<file path="config.mk">
export PLATFORM = sky130hd
export DESIGN_NAME = circle_op_ctrl
export DESIGN_NICKNAME = d
export VERILOG_FILES = /design/src/position_pkg.sv /design/src/circle_op_ctrl.sv
export SDC_FILE = /design/constraint.sdc
export NUM_CORES = 1
export LEC_CHECK = 0
export BUFFER_PORTS_ARGS = -buffer_cell sky130_fd_sc_hd__buf_4
export CAP_MARGIN = 25
export CORE_MARGIN = 4
export CORE_UTILIZATION = 48
export DETAILED_ROUTE_END_ITERATION = 10
export GPL_TIMING_DRIVEN = 0
export PLACE_DENSITY_LB_ADDON = 0.08
export SETUP_SLACK_MARGIN = 0.5
export SLEW_MARGIN = 20
export SYNTH_ARGS = -nofsm -noshare
export SYNTH_HDL_FRONTEND = slang
export SYNTH_SLANG_ARGS = --single-unit
</file>
<file path="constraint.sdc">
create_clock -name clk -period 2.4 [get_ports clk]
set_input_delay 0.6 -clock clk [delete_from_list [all_inputs] [get_ports clk]]
set_output_delay 0.6 -clock clk [all_outputs]
set_load 0.02 [all_outputs]
</file>
<file path="src/position_pkg.sv">
package position_pkg;

	// coordinates are signed and relative to the circle centre
	localparam int NUM_BITS = 8;

	// a full circle takes at most eight times the radius in unit steps
	localparam int STEP_BITS = NUM_BITS + 3;

	typedef logic [NUM_BITS-1:0] coord_t;  // signed, two's complement
	typedef logic [NUM_BITS-1:0] radius_t; // unsigned, kept below 64
	typedef logic [STEP_BITS-1:0] steps_t;

	// axis points belong to the quadrant they lead into when turning counter-clockwise
	typedef enum logic [1:0] {
		pos_quadrant_1 = 2'd0,
		pos_quadrant_2 = 2'd1,
		pos_quadrant_3 = 2'd2,
		pos_quadrant_4 = 2'd3
	} pos_quadrant_t;

	typedef enum logic [1:0] {
		op_idle   = 2'd0,
		op_calc   = 2'd1,
		op_run    = 2'd2,
		op_finish = 2'd3
	} op_state_t;

endpackage

</file>
<file path="src/circle_op_ctrl.sv">
`timescale 1ns/1ns

module circle_op_ctrl (
	input  logic                  clk,
	input  logic                  arst_n,
	input  logic                  start,
	input  logic                  hold,
	input  logic                  is_cw,
	input  position_pkg::coord_t  start_x,
	input  position_pkg::coord_t  start_y,
	input  position_pkg::coord_t  end_x,
	input  position_pkg::coord_t  end_y,
	input  position_pkg::radius_t r,
	input  position_pkg::steps_t  calc_steps,
	output logic                  cmd_is_cw,
	output position_pkg::coord_t  cmd_start_x,
	output position_pkg::coord_t  cmd_start_y,
	output position_pkg::coord_t  cmd_end_x,
	output position_pkg::coord_t  cmd_end_y,
	output position_pkg::radius_t cmd_r,
	output position_pkg::steps_t  num_steps,
	output logic                  load,
	output logic                  advance,
	output logic                  busy,
	output logic                  done
);

	position_pkg::op_state_t state;
	position_pkg::steps_t    remaining; // steps still to take in this move

	assign busy    = (state != position_pkg::op_idle);
	assign done    = (state == position_pkg::op_finish);
	assign load    = (state == position_pkg::op_calc); // walker jumps to the start point
	assign advance = (state == position_pkg::op_run) && !hold && (remaining != '0);

	// command fields only change when a new move is accepted
	always_ff @(posedge clk or negedge arst_n) begin
		if (!arst_n) begin
			cmd_is_cw   <= 1'b0;
			cmd_start_x <= '0;
			cmd_start_y <= '0;
			cmd_end_x   <= '0;
			cmd_end_y   <= '0;
			cmd_r       <= '0;
		end else if (start && !busy) begin
			cmd_is_cw   <= is_cw;
			cmd_start_x <= start_x;
			cmd_start_y <= start_y;
			cmd_end_x   <= end_x;
			cmd_end_y   <= end_y;
			cmd_r       <= r;
		end
	end

	always_ff @(posedge clk or negedge arst_n) begin
		if (!arst_n) begin
			state     <= position_pkg::op_idle;
			num_steps <= '0;
			remaining <= '0;
		end else begin
			case (state)
				position_pkg::op_idle: if (start) state <= position_pkg::op_calc;
				position_pkg::op_calc: begin
					num_steps <= calc_steps;
					remaining <= calc_steps;
					state     <= position_pkg::op_run;
				end
				position_pkg::op_run: begin
					if (remaining == '0) state <= position_pkg::op_finish;
					else if (advance) remaining <= remaining - 1'b1;
				end
				default: state <= position_pkg::op_idle; // finish lasts one cycle
			endcase
		end
	end

endmodule

</file>
==> impl_metrics.yaml <==
worst_setup_path:
  cp_data_required_time_ns: 1.80
  crit_top_cell: "buf_6"
  end_kind: "primary output"
  crit_type: "flop to primary output"
  worst-path-max-fanout: 6
  cp_slowest_cell: "or4_4"
  critPathTopFamily: "simple AND/OR/NAND/NOR gates"
  startpoint_type: "flop"
  crit_chain: "or4_4 > buf_6 > o41ai_4 > nor2_2 > buf_6"
  r2r_slack_ns: 0.13
  reg2reg_from: "remaining[0]"
  cp_num_cells: 5
  critPathMaxStageDelay_ns: 0.53
  r2r-end: "remaining[7]"
  path_buf_inv: 2
  r2r_cells: 9
  worstPathArrival_ns: 2.06
finish:
  multi_input_area_mm2: 0.00125
  final.fill_count: 385
  register_area_mm2: 0.00163
  finalNetCount: 407
  mostFrequentLayoutCell: "buf_4"
  syn_to_final_growth_pct: 51.4
  layout-drive-gt1-share_pct: 68.6
  fin_area_mm2: 0.00425
  final_cells: 422
  n_antenna_cell: 0
  final_cell_mix: "125 x buf_4, 63 x dfrtp_1, 52 x mux2_2, 12 x clkbuf_8"
  utilization_pct: 76.3
floorplanning:
  num_rows: 27
  die_h_um: 84.5
  core-area_mm2: 0.00557
  die_w_um: 84.5
  io-pin-count: 112
  initial_core_util_pct: 50.3
  dieArea_mm2: 0.00713
place:
  port_buffers: 111
  dp_slack_ns: -0.00311
  place_area_mm2: 0.00377
  dp.cells: 386
  place_hpwl_um: 4960
  gp_congestion: 0.836
sta:
  drv_slew: 0
  setup_viol: 1
  hold-worst-slack_ns: 0.350
  fmax_mhz: 377
  fin_tns_setup_ns: -0.256
  setup_ws_ns: -0.256
  rsz0062_at_grt: "yes"
  min_period_ns: 2.66
  relSlewSlack_pct: 46.5
  fin_worst_skew_ns: 0.00502
  period_share_pct: 111
  final-hold-violation-count: 0
  worst_pin_slew_ns: 0.803
clocking:
  cts_num_sinks: 65
  max-clock-path-buffers: 2
  clk_pin_slew_ns: 0.07
  cts_buffers: 9
  cts_root_buf: "clkbuf_8"
  insertion_delay_ns: 0.33
  cts_htree_levels: 3
  tritoncts: "yes"
drt:
  wl_per_cell_um: 17.5
  drc: 0
  num_vias: 2259
  routed_wl_um: 7360
  firstDrtPassIters: 4
  drt_iter0_drc: 95
  ant_nets: 0
  via_per_inst: 5.35
synth:
  synth_compound_area_share_pct: 9.50
  synthFlopType: "dfrtp_1"
  syn_area_per_cell_um2: 13.8
  synth_xor_area_share_pct: 0
  synth_top_family_by_area: "multiplexers"
  synth_nets: 264
  synth-seq-area-share_pct: 58.0
  synthSimpleGateAreaFrac_pct: 6.42
  synthDistinctLibCells: 37
  yosysWarningCount: 0
  netlist_area_mm2: 0.00281
  ys_async_sr_fraction_pct: 100
  synth_area_leader_cell: "dfrtp_1"
  synth_top_area_share_pct: 58.0
  synth.area.top_cells: "dfrtp_1 58%, mux2_2 21%, ha_1 2.2%"
  synth_edf_count: 0
  syn_inst: 203
  synthAdderAreaFrac_pct: 2.23
  synth-seq-cells: 65
  synthMuxAreaShare_pct: 21.6
grt:
  grt_usage_pct: 20.5
  grt_max_degree: 66
  antenna_found_initial: 0
  first_global_vias: 2446
  grt_pass1_wl_um: 11800
  grt_overflow_total: 0
power:
  leakage_nw: 1.97
  peakVddDrop_uv: 870
  power_mw: 6.67
  powerDensity_mw_per_mm2: 1570
run_status:
  status: "finished with violations"
  violations: "negative setup slack"
min_path:
  hp-class: "input pin to async pin"
job:
  maxCapViolCount: 0
power by group:
part	total (mW)	internal, mW	switching, mW
Combinational	3.74	1.88	1.86
Sequential	2.07	1.68	0.395
Clock	0.860	0.453	0.407
Total	6.67	4.01	2.67
sequential cells by signal, summed over array words and instances (netlist names):
| register | count |
|---|---|
| remaining | 11 |
| cmd_is_cw | 1 |
| cmd_end_y | 8 |
| cmd_end_x | 8 |
| cmd_start_x | 8 |
| cmd_r | 8 |
| cmd_start_y | 8 |
| num_steps | 11 |
| state | 2 |
cell usage after synthesis, types with 2 or more instances:
library cell / number
a22oi_1: 2
ha_1: 5
o21ai_0: 5
buf_1: 4
a21oi_1: 10
inv_1: 6
or4_1: 3
nand2b_1: 4
o22ai_1: 2
nor3_1: 2
nor2_1: 5
nor4_1: 4
clkbuf_1: 3
o41ai_4: 2
mux2i_1: 2
nand3_1: 4
dfrtp_1: 65
mux2_2: 52
nand2_1: 5
worst max path at each step:
stage	startpoint	endpoint	slack (ns)
after detailed placement	remaining[0]	advance	-0.003
final	remaining[6]	advance	-0.26
after floorplan	remaining[0]	advance	0.19
after CTS	remaining[0]	advance	-0.25
after global routing	remaining[6]	advance	-0.32
after global placement	remaining[0]	advance	0.01
worst register-to-register path: cells and delay by family (launching register included):
| kind | cells | cell delay [ns] |
|---|---|---|
| fa+ha+maj | 1 | 0.12 |
| simple gates | 1 | 0.46 |
| compound gates | 3 | 0.70 |
| buf+inv | 4 | 0.45 |
| flops | 1 | 0.40 |
metal layers:
layer | part of all wire (%) | global-route usage (%)
met4 | 2.8 | 8.06
met5 | 0 | 0
met1 | 37 | 24.0
met2 | 53 | 35.2
met3 | 7.5 | 6.67
logic make-up (layout without fill, tap and decap cells):
kind of cell / Yosys count / in the layout
AOI/OAI and AO/OA: 32 / 32
adders and majority gates: 5 / 5
buffers and inverters: 15 / 162
DFF: 65 / 65
muxes: 54 / 54
and+or+nand+nor: 32 / 32
repair_timing:
item | in CTS | in global routing
pin swaps | 12 | 6
hold buffers | 0 | 0
buffers inserted | 13 | 8
gates resized for setup | 24 | 17
endpoints found under the setup margin | 14 | 36
final cells by class:
| class | count | area share, % |
|---|---|---|
| sequential | 65 | 38.3 |
| multi-input combinational | 123 | 29.4 |
| timing repair buffer | 132 | 23.9 |
| clock buffer | 13 | 3.97 |
| tap | 72 | 2.12 |
| buffer | 9 | 1.38 |
| inverter | 6 | 0.530 |
| clock inverter | 2 | 0.294 |
Note: power is estimated with default switching activity, not from simulation.
