[src/position_pkg.sv]
package position_pkg;

	// coordinates are signed and relative to the circle centre
	localparam int NUM_BITS = 8;

	// a full circle takes at most eight times the radius in unit steps
	localparam int STEP_BITS = NUM_BITS + 3;

	typedef logic [NUM_BITS-1:0] coord_t;  // signed, two's complement
	typedef logic [NUM_BITS-1:0] radius_t; // unsigned, kept below 64
	typedef logic [STEP_BITS-1:0] steps_t;

	// axis points belong to the quadrant they lead into when turning counter-clockwise
	typedef enum logic [1:0] {
		pos_quadrant_1 = 2'd0,
		pos_quadrant_2 = 2'd1,
		pos_quadrant_3 = 2'd2,
		pos_quadrant_4 = 2'd3
	} pos_quadrant_t;

	typedef enum logic [1:0] {
		op_idle   = 2'd0,
		op_calc   = 2'd1,
		op_run    = 2'd2,
		op_finish = 2'd3
	} op_state_t;

endpackage

[src/num_steps_calculator.sv]
`timescale 1ns/1ns

module num_steps_calculator (
	input  logic                   is_cw,
	input  position_pkg::coord_t   start_x,
	input  position_pkg::coord_t   start_y,
	input  position_pkg::coord_t   end_x,
	input  position_pkg::coord_t   end_y,
	input  position_pkg::radius_t  r,
	output position_pkg::steps_t   num_steps
);

	position_pkg::pos_quadrant_t start_quadrant;
	position_pkg::pos_quadrant_t end_quadrant;

	position_pkg::radius_t abs_start_x;
	position_pkg::radius_t abs_start_y;
	position_pkg::radius_t abs_end_x;
	position_pkg::radius_t abs_end_y;
	position_pkg::steps_t  r_ext;

	position_pkg::steps_t abs_dx;
	position_pkg::steps_t abs_dy;
	position_pkg::steps_t full_steps;
	position_pkg::steps_t start_to_axis_steps;
	position_pkg::steps_t axis_to_end_steps;
	position_pkg::steps_t steps_ccw;

	logic [1:0] quad_passed; // quadrants crossed from axis to axis
	logic       start_odd;   // start lies in quadrant 1 or 3
	logic       end_odd;
	logic       crossing;
	logic       same_point;

	quadrant_finder find_start_quadrant (
		.relative_x(start_x),
		.relative_y(start_y),
		.quadrant  (start_quadrant)
	);

	quadrant_finder find_end_quadrant (
		.relative_x(end_x),
		.relative_y(end_y),
		.quadrant  (end_quadrant)
	);

	// magnitudes fit in NUM_BITS-1 bits since the radius stays below 64
	assign abs_start_x = start_x[position_pkg::NUM_BITS-1] ? -start_x : start_x;
	assign abs_start_y = start_y[position_pkg::NUM_BITS-1] ? -start_y : start_y;
	assign abs_end_x   = end_x[position_pkg::NUM_BITS-1] ? -end_x : end_x;
	assign abs_end_y   = end_y[position_pkg::NUM_BITS-1] ? -end_y : end_y;
	assign r_ext       = position_pkg::steps_t'(r);

	// inside one quadrant both coordinates keep their sign, so magnitudes are enough
	assign abs_dx = (abs_end_x >= abs_start_x) ? abs_end_x - abs_start_x : abs_start_x - abs_end_x;
	assign abs_dy = (abs_end_y >= abs_start_y) ? abs_end_y - abs_start_y : abs_start_y - abs_end_y;

	assign start_odd = (start_quadrant == position_pkg::pos_quadrant_1) ||
	                   (start_quadrant == position_pkg::pos_quadrant_3);
	assign end_odd   = (end_quadrant == position_pkg::pos_quadrant_1) ||
	                   (end_quadrant == position_pkg::pos_quadrant_3);

	assign same_point = (start_x == end_x) && (start_y == end_y);

	// the end must be strictly ahead of the start to stay inside the quadrant
	always_comb begin
		if (start_quadrant != end_quadrant) begin
			crossing = 1'b1;
		end else if (start_odd) begin
			crossing = (abs_end_x >= abs_start_x) || (abs_end_y <= abs_start_y);
		end else begin
			crossing = (abs_end_x <= abs_start_x) || (abs_end_y >= abs_start_y);
		end
	end

	// wraps to three when start and end share a quadrant and the arc goes all the way round
	assign quad_passed = 2'(end_quadrant) - 2'(start_quadrant) - 2'd1;
	assign full_steps  = position_pkg::steps_t'(quad_passed) * (r_ext << 1);

	always_comb begin
		if (start_odd) begin
			start_to_axis_steps = abs_start_x - abs_start_y + r_ext;
		end else begin
			start_to_axis_steps = r_ext - abs_start_x + abs_start_y;
		end

		if (end_odd) begin
			axis_to_end_steps = r_ext - abs_end_x + abs_end_y;
		end else begin
			axis_to_end_steps = abs_end_x - abs_end_y + r_ext;
		end
	end

	assign steps_ccw = crossing ? full_steps + start_to_axis_steps + axis_to_end_steps
	                            : abs_dx + abs_dy;

	// a closed arc is a full circle in either sense
	always_comb begin
		if (!is_cw || same_point) begin
			num_steps = steps_ccw;
		end else begin
			num_steps = (r_ext << 3) - steps_ccw;
		end
	end

endmodule

[src/quadrant_finder.sv]
`timescale 1ns/1ns

module quadrant_finder (
	input  position_pkg::coord_t        relative_x,
	input  position_pkg::coord_t        relative_y,
	output position_pkg::pos_quadrant_t quadrant
);

	logic x_neg;
	logic y_neg;
	logic x_zero;
	logic y_zero;

	assign x_neg  = relative_x[position_pkg::NUM_BITS-1];
	assign y_neg  = relative_y[position_pkg::NUM_BITS-1];
	assign x_zero = (relative_x == '0);
	assign y_zero = (relative_y == '0);

	always_comb begin
		if (y_neg && !x_neg) begin
			quadrant = position_pkg::pos_quadrant_4; // x >= 0, y < 0
		end else if (x_neg && (y_neg || y_zero)) begin
			quadrant = position_pkg::pos_quadrant_3; // x < 0, y <= 0
		end else if ((x_neg || x_zero) && !y_zero) begin
			quadrant = position_pkg::pos_quadrant_2; // x <= 0, y > 0
		end else begin
			quadrant = position_pkg::pos_quadrant_1; // x > 0 with y >= 0, and the origin
		end
	end

endmodule
[config.mk]
export PLATFORM = sky130hd
export DESIGN_NAME = num_steps_calculator
export DESIGN_NICKNAME = d
export VERILOG_FILES = /design/src/position_pkg.sv /design/src/num_steps_calculator.sv /design/src/quadrant_finder.sv
export SDC_FILE = /design/constraint.sdc
export NUM_CORES = 1
export LEC_CHECK = 0
export ABC_AREA = 0
export BUFFER_PORTS_ARGS = -buffer_cell sky130_fd_sc_hd__buf_2
export CAP_MARGIN = 5
export CORE_MARGIN = 1.5
export CORE_UTILIZATION = 23
export DETAILED_ROUTE_END_ITERATION = 8
export PLACE_DENSITY = 0.4
export SLEW_MARGIN = 0
export SYNTH_ARGS = -nofsm -noshare
export SYNTH_HDL_FRONTEND = slang
export SYNTH_SLANG_ARGS = --single-unit
[constraint.sdc]
create_clock -name vclk -period 16.38
set_clock_uncertainty 0.2 [all_clocks]
set_input_delay 1.638 -clock vclk [all_inputs]
set_output_delay 1.638 -clock vclk [all_outputs]
set_load 0.02 [all_outputs]
==> results of run 1 <==
[per-layer routing]
layer / vias to the layer above / global-route usage (%)
met2: 147 / 26.4
li1: 3383 / -
met4: 0 / 1.38
met1: 3112 / 22.7
met3: 10 / 0.644
met5: - / 0
[area by class of cell]
| class | count | share of cell area (%) |
|---|---|---|
| Inverter | 94 | 4.60 |
| Multi-Input combinational cell | 814 | 84.8 |
| Timing Repair Buffer | 61 | 4.28 |
| Tap cell | 390 | 6.37 |
[cell families (layout without fill, tap and decap cells)]
logic type,count (synthesis),count (layout),share of synthesized area [%]
AO/OA/AOI/OAI,247,247,24.0
XOR/XNOR,137,137,17.9
adder cells (fa/ha/maj),157,157,29.8
multiplexers,23,23,3.38
AND/OR/NAND/NOR,250,250,18.3
buffers and inverters,119,155,6.68
[worst paths after layout]
check                 from           end  slack [ns]  cells past startpoint
setup / recovery  end_x[0]  num_steps[9]        5.51                     32
hold / removal       is_cw  num_steps[3]        3.72                      5
[worst max-delay path: cells and delay by family]
kind                     cells  cell delay (ns)
AND/OR/NAND/NOR              5             0.92
XOR/XNOR                     2             0.88
AO/OA/AOI/OAI               14             2.84
buffers and inverters        4             0.71
adder cells (fa/ha/maj)      5             1.53
multiplexers                 2             0.54
[report_power, final]
part	switching (W)	leakage [nW]	internal, W
Sequential	0	0	0
Combinational	0.00100	3.36	0.000711
Clock	0	0	0
Total	0.00100	3.36	0.000711
[cells in the final DEF (no fill, tap or decap), types with 10 or more instances in the layout]
cell type  netlist  final
and2_1          21     21
nor2b_1         20     20
nor2_1          66     66
xor2_1          37     37
inv_1           92     92
mux2i_1         19     19
maj3_1          29     29
xnor2_1         97     97
a21oi_1         74     73
nand3_1         10     10
nand2b_1        17     17
o21bai_1        13     13
buf_2            5     52
nand2_1         48     48
o21ai_0         45     44
fa_1            24     24
a31oi_1         13     13
nor3_1          22     22
ha_1           104    104
a21o_1          20     20
[stage by stage]
stage | hold slack, ns | utilization [%] | setup WS (ns)
2_1_floorplan | 3.49 | - | 6.47
3_3_place_gp | 3.71 | 25.8 | 5.67
3_5_place_dp | 3.72 | 25.8 | 5.57
4_1_cts | 3.72 | 25.8 | 5.51
5_1_grt | 3.76 | 25.8 | 4.79
6_report | 3.72 | 25.8 | 5.51
==> flow_summary.toml, run 1 <==
[finish]
syn_to_final_growth_pct = 10.3
regArea_sq_um = 0
final_nets = 1140
final_cells = 1359
drive_gt1_share_pct = 9.08
clockBufferCount = 0
design.seq.count = 0
fillCellCount = 3321
n_antenna_cell = 0
final_area_sq_mm = 0.00766
multiInputGateArea_sq_mm = 0.00650

[grt]
grt_pass1_vias = 6523
grt.overflow.total = 0
antenna_found_initial = 0
grt_pass1_wl_um = 37900
grt_use_total_pct = 15.7
grt_max_degree = 23

[timing]
hold_violations = 0
rsz0062_at_grt = "false"
layout_worst_path_cycle_share_pct = 66.4
timing.slew.headroom_pct = 23.0
drv_slew = 0
tightest_slew_ns = 1.15
max_freq_mhz = 92.0
period_minus_slack_ns = 10.87
fin_setup_tns_ns = 0
setup_violations = 0

[place]
gp_congestion = 0.882
hpwl_um = 21400
postPlaceCellArea_sq_mm = 0.00766
dpl.cell_count = 1359
io_buffers = 52

[power]
peakVddDrop_v = 0.000141
p_leak_nw = 3.36
powerDensity_mw_per_mm2 = 223
total_power_w = 0.00171

[yosys]
seq_area_frac_synth_pct = 0
yosys-top-cells-count = "ha_1 (104), xnor2_1 (97), inv_1 (92), a21oi_1 (74), nor2_1 (66)"
syn_area_per_cell_sq_um = 7.45
synth_top_area_share_pct = 18.7
synth_most_common_cell = "ha_1"
synthTopCellsByArea = "ha_1 (19%), xnor2_1 (12%), fa_1 (6.9%)"
syn_inst = 933
synth_area_sq_mm = 0.00695
synth_top_area_cell = "ha_1"
synth.distinct_cells = 76
ys_warn_count = 0
syn-num-nets = 1102

[clock_network]
cts_resized = 0
ctsHoldBuffers = 0
post_cts.repair.setup_buffers = 0

[worst_setup_path]
crit_required_ns = 14.54
startpoint_type = "input pin"
slowest_stage = "xnor2_1"
crit_arrival_ns = 9.03
end_kind = "output port"
max_stage_delay_ns = 0.75
crit_fanout = 10
crit_type = "input pin to output port"

[routing]
viasPerCell = 4.89
wl_met2_um = 11000
wire_per_inst_um = 18.0
dr_wl_met3_um = 882
drt_iter0_drc = 319
dr.max_layer_used = "met4"
wl_um = 24400
vias = 6652
wl_met1_um = 12300
ant_nets = 0
drc = 0
drt_pass1_iterations = 5

[min_path]
min_path_type = "input pin to output port"

[die]
std_cell_rows = 63
die-area_sq_mm = 0.0313
die_w_um = 177
ios = 52
fp.dieH_um = 177
placeableCoreArea_sq_mm = 0.0297
start_util_pct = 23.4

[status]
status = "complete, no violations"

[job]
drv_cap = 0
Power figures use the tool's default switching activity.
==> run 2, diff against run 1 <==
--- a/config.mk
+++ b/config.mk
@@ -11,7 +11,7 @@
 export CORE_MARGIN = 1.5
 export CORE_UTILIZATION = 23
 export DETAILED_ROUTE_END_ITERATION = 8
-export PLACE_DENSITY = 0.4
+export PLACE_DENSITY = 0.41
 export SLEW_MARGIN = 0
 export SYNTH_ARGS = -nofsm -noshare
 export SYNTH_HDL_FRONTEND = slang
==> constraint.sdc (replaced) <==
create_clock -name vclk -period 9.3
set_clock_uncertainty 0.2 [all_clocks]
set_input_delay 0.93 -clock vclk [all_inputs]
set_output_delay 0.93 -clock vclk [all_outputs]
set_load 0.02 [all_outputs]
==> run 2 against run 1 <==
Wire length grew 2.0%. Sequential share of layout area is the same. Worst hold slack lost 1.4 ns. Clock-buffer cell count unchanged. First-iteration DRC count is 25% higher. Non-clock buffer count rose by 23. Critical path type unchanged. Critical endpoint unchanged.
==> flow_summary.toml, run 2 (synthesis gave the netlist of run 1 again) <==
[timing]
rsz0062_at_grt = "false"
max_freq_mhz = 113
tightest_slew_ns = 1.18
drv_slew = 0
hold_violations = 0
setup_violations = 0
period_minus_slack_ns = 8.85
fin_setup_tns_ns = 0
layout_worst_path_cycle_share_pct = 95.2
timing.slew.headroom_pct = 20.9

[die]
start_util_pct = 23.4
fp.dieH_um = 177
placeableCoreArea_sq_mm = 0.0297
die-area_sq_mm = 0.0313
ios = 52
std_cell_rows = 63
die_w_um = 177

[routing]
viasPerCell = 4.84
drc = 0
vias = 6682
drt_iter0_drc = 399
wl_um = 24900
ant_nets = 0
wire_per_inst_um = 18.0
drt_pass1_iterations = 5

[finish]
clockBufferCount = 0
n_antenna_cell = 0
syn_to_final_growth_pct = 12.9
final_cell_mix = "ha_1 (104), xnor2_1 (97), inv_1 (91)"
final_area_sq_mm = 0.00785
drive_gt1_share_pct = 11.5
layout_commonest_cell = "ha_1"
final_nets = 1163
regArea_sq_um = 0
design.seq.count = 0

[worst_setup_path]
crit_buf_inv = 4
crit_required_ns = 8.17
max_stage_delay_ns = 0.40
end_kind = "output port"
crit_fanout = 7
crit_type = "input pin to output port"
cp_top_family = "compound AO/OA/AOI/OAI gates"
slowest_stage = "mux2_2"
startpoint_type = "input pin"
crit_arrival_ns = 7.72

[power]
peakVddDrop_v = 0.000282
powerDensity_mw_per_mm2 = 386
p_leak_nw = 3.47

[min_path]
hold_end = "num_steps[6]"
min_path_type = "input pin to output port"
min_path_cells = 5
hp-start = "is_cw"

[grt]
grt_pass1_vias = 6592
grt.overflow.total = 0
grt_use_total_pct = 15.8
antenna_found_initial = 1
grt_pass1_wl_um = 38000
grt_max_degree = 22

[place]
gp_congestion = 0.888
hpwl_um = 21700
io_buffers = 52
postPlaceCellArea_sq_mm = 0.00780

[job]
drv_cap = 0

[status]
status = "complete, no violations"

[clock_network]
ctsHoldBuffers = 0
-- run 2: how the worst max path moves through the flow --
stage / from / end / cells after the start
2_1_floorplan: end_y[7] / num_steps[9] / 29
3_3_place_gp: end_x[0] / num_steps[9] / 33
4_1_cts: start_x[0] / num_steps[9] / 32
3_5_place_dp: start_x[0] / num_steps[9] / 30
5_1_grt: end_x[0] / num_steps[10] / 35
6_report: end_x[0] / num_steps[9] / 33
-- run 2: cell type report --
class / count / area, sq um
well taps: 390 / 488
fillers: 3275 / 21900
repair buffers: 84 / 500
inverters: 94 / 353
multi-input cells: 814 / 6500
-- run 2: per-stage QoR --
step           util [%]  std cells  hold slack [ns]  power, W  setup WS (ns)
2_1_floorplan         -        933             2.07   0.00231          0.802
3_3_place_gp       26.2       1377             2.31   0.00302          0.441
3_5_place_dp       26.2       1377             2.31   0.00303          0.354
4_1_cts            26.2       1377             2.31   0.00304          0.349
5_1_grt            26.4       1382             2.35   0.00340        0.00668
6_report           26.4       1382             2.31   0.00303          0.446
-- run 2: timing repair --
item / CTS / global route
setup buffers: 0 / 5
setup endpoints to repair: 0 / 3
gates resized for setup: 0 / 4
-- run 2: routing by layer --
metal  vias to the layer above  track usage [%]  wire length (um)  part of all wire (%)
met5                         -                0                 0                     0
met4                         0             1.02               189                  0.76
met3                         8           0.0859               703                   2.8
met2                       122             27.4             11300                    45
met1                      3120             22.9             12700                    51
li1                       3432                -                 -                     -
-- run 2: worst min-delay path: cells and delay by family --
kind | cells | cell delay, ns
compound gates | 1 | 0.06
mux | 1 | 0.14
buf+inv | 3 | 0.43
-- run 2: power breakdown --
part,leakage [nW],switching [W],internal [W]
clock network,0,0,0
logic,3.47,0.00176,0.00127
registers,0,0,0
total,3.47,0.00176,0.00127
==> run 3, diff against run 2 <==
--- a/config.mk
+++ b/config.mk
@@ -8,10 +8,12 @@
 export ABC_AREA = 0
 export BUFFER_PORTS_ARGS = -buffer_cell sky130_fd_sc_hd__buf_2
 export CAP_MARGIN = 5
+export CELL_PAD_IN_SITES_DETAIL_PLACEMENT = 0
+export CELL_PAD_IN_SITES_GLOBAL_PLACEMENT = 2
 export CORE_MARGIN = 1.5
 export CORE_UTILIZATION = 23
 export DETAILED_ROUTE_END_ITERATION = 8
-export PLACE_DENSITY = 0.41
+export PLACE_DENSITY = 0.6
 export SLEW_MARGIN = 0
 export SYNTH_ARGS = -nofsm -noshare
 export SYNTH_HDL_FRONTEND = slang
==> run 3 against run 2 <==
Setup slack is essentially flat. Flip-flop and latch count is the same. Power is essentially flat. Worst hold slack lost 0.0020 ns. Global-route usage grew 0.59 points. Wire length grew 3.5%. Critical path depth shrank 2. Clock-buffer cell count is the same. Via count shrank 0.66%. First-iteration DRC count shrank 34%. Combinational power is essentially flat. Die area is the same. Largest cell class unchanged. Largest power group unchanged.
==> flow_summary.toml, run 3 (synthesis gave the netlist of run 1 again) <==
[routing]
viasPerCell = 4.82
wl_um = 25800
ant_nets = 0
vias = 6638
drt_pass1_iterations = 4
drt_iter0_drc = 263
wire_per_inst_um = 18.7
drc = 0

[grt]
grt_pass1_wl_um = 39000
grt_max_degree = 22
antenna_found_initial = 0
grt_pass1_vias = 6575
grt.overflow.total = 0
grt_use_total_pct = 16.4

[worst_setup_path]
slowest_stage = "mux2_2"
end_kind = "output port"
crit_fanout = 7
worst_path_most_repeated_cell = "ha_1"
crit_required_ns = 8.17
max_stage_delay_ns = 0.41
crit_arrival_ns = 7.72
startpoint_type = "input pin"
crit_type = "input pin to output port"

[timing]
fin_setup_tns_ns = 0
fin_ws_ns = 0.446
period_minus_slack_ns = 8.85
hold_violations = 0
rsz0062_at_grt = "false"
layout_worst_path_cycle_share_pct = 95.2
tightest_slew_ns = 1.03
setup_violations = 0
max_freq_mhz = 113
drv_slew = 0
timing.slew.headroom_pct = 31.2
timing.hold.ws_ns = 2.31

[finish]
final_cell_mix = "ha_1 (104), xnor2_1 (97), inv_1 (90)"
regArea_sq_um = 0
final_nets = 1158
syn_to_final_growth_pct = 12.4
drive_gt1_share_pct = 11.3
post-route-util_pct = 26.3
fillCellCount = 3334
n_antenna_cell = 0
design.seq.count = 0
layout_commonest_cell = "ha_1"
clockBufferCount = 0

[power]
powerDensity_mw_per_mm2 = 387
total_power_w = 0.00302
peakVddDrop_v = 0.000269
p_leak_nw = 3.45

[place]
gp_congestion = 0.862
pre_cts_slack_ns = 0.169
io_buffers = 52
hpwl_um = 22600

[die]
die_w_um = 177
start_util_pct = 23.4
placeableCoreArea_sq_mm = 0.0297
std_cell_rows = 63
die-area_sq_mm = 0.0313
ios = 52
fp.dieH_um = 177

[job]
drv_cap = 0

[status]
status = "complete, no violations"

[clock_network]
ctsHoldBuffers = 0
post_cts.repair.setup_buffers = 0

[min_path]
min_path_type = "input pin to output port"
hp-start = "is_cw"
hold_end = "num_steps[3]"
min_path_cells = 5
run 3: changes by cell type in the layout (fill, tap and decap cells not counted), sizes merged:
cell / before / now
buf: 84 / 79
run 3: per-layer routing:
layer	vias up	part of all wire (%)	global-route usage, %
met5	-	0	0
met2	103	47	29.4
li1	3413	-	-
met3	10	2.5	0.730
met4	0	0.60	1.13
met1	3112	50	22.5
run 3: worst max-delay path, delay by kind of cell:
kind / cells / cell delay [ns]
AND/OR/NAND/NOR: 7 / 1.66
buffers and inverters: 3 / 0.46
multiplexers: 2 / 0.52
AO/OA/AOI/OAI: 13 / 2.40
XOR/XNOR: 1 / 0.13
adder cells (fa/ha/maj): 5 / 1.60
run 3: through the flow:
stage	std cells	cell area (sq um)
after floorplan	933	6950
after global placement	1377	7800
after detailed placement	1377	7800
after CTS	1377	7800
after global routing	1377	7810
final	1377	7810
run 3: layout make-up:
cell class	instances	area (sq um)	share of cell area [%]
Timing Repair Buffer	79	463	5.92
Tap cell	390	488	6.24
Multi-Input combinational cell	814	6510	83.3
Inverter	94	353	4.52
run 3: worst max-delay path by stage:
| stage | cells past startpoint | slack [ns] | end | start |
|---|---|---|---|---|
| after floorplan | 29 | 0.80 | num_steps[9] | end_y[7] |
| after global placement | 33 | 0.26 | num_steps[9] | end_x[0] |
| after detailed placement | 33 | 0.17 | num_steps[9] | end_x[0] |
| after CTS | 33 | 0.16 | num_steps[9] | end_x[0] |
| after global routing | 31 | 0.003 | num_steps[9] | start_x[0] |
| final | 31 | 0.45 | num_steps[9] | start_x[0] |
run 3: where the power goes:
part	internal [W]	leakage (nW)	total (W)	switching, W
Clock	0	0	0	0
Combinational	0.00126	3.45	0.00302	0.00176
Sequential	0	0	0	0
Total	0.00126	3.45	0.00302	0.00176
run 3: what timing repair did:
action,4_1_cts,5_1_grt
setup endpoints to repair,0,3
hold endpoints to repair,0,0
resized for setup,0,8
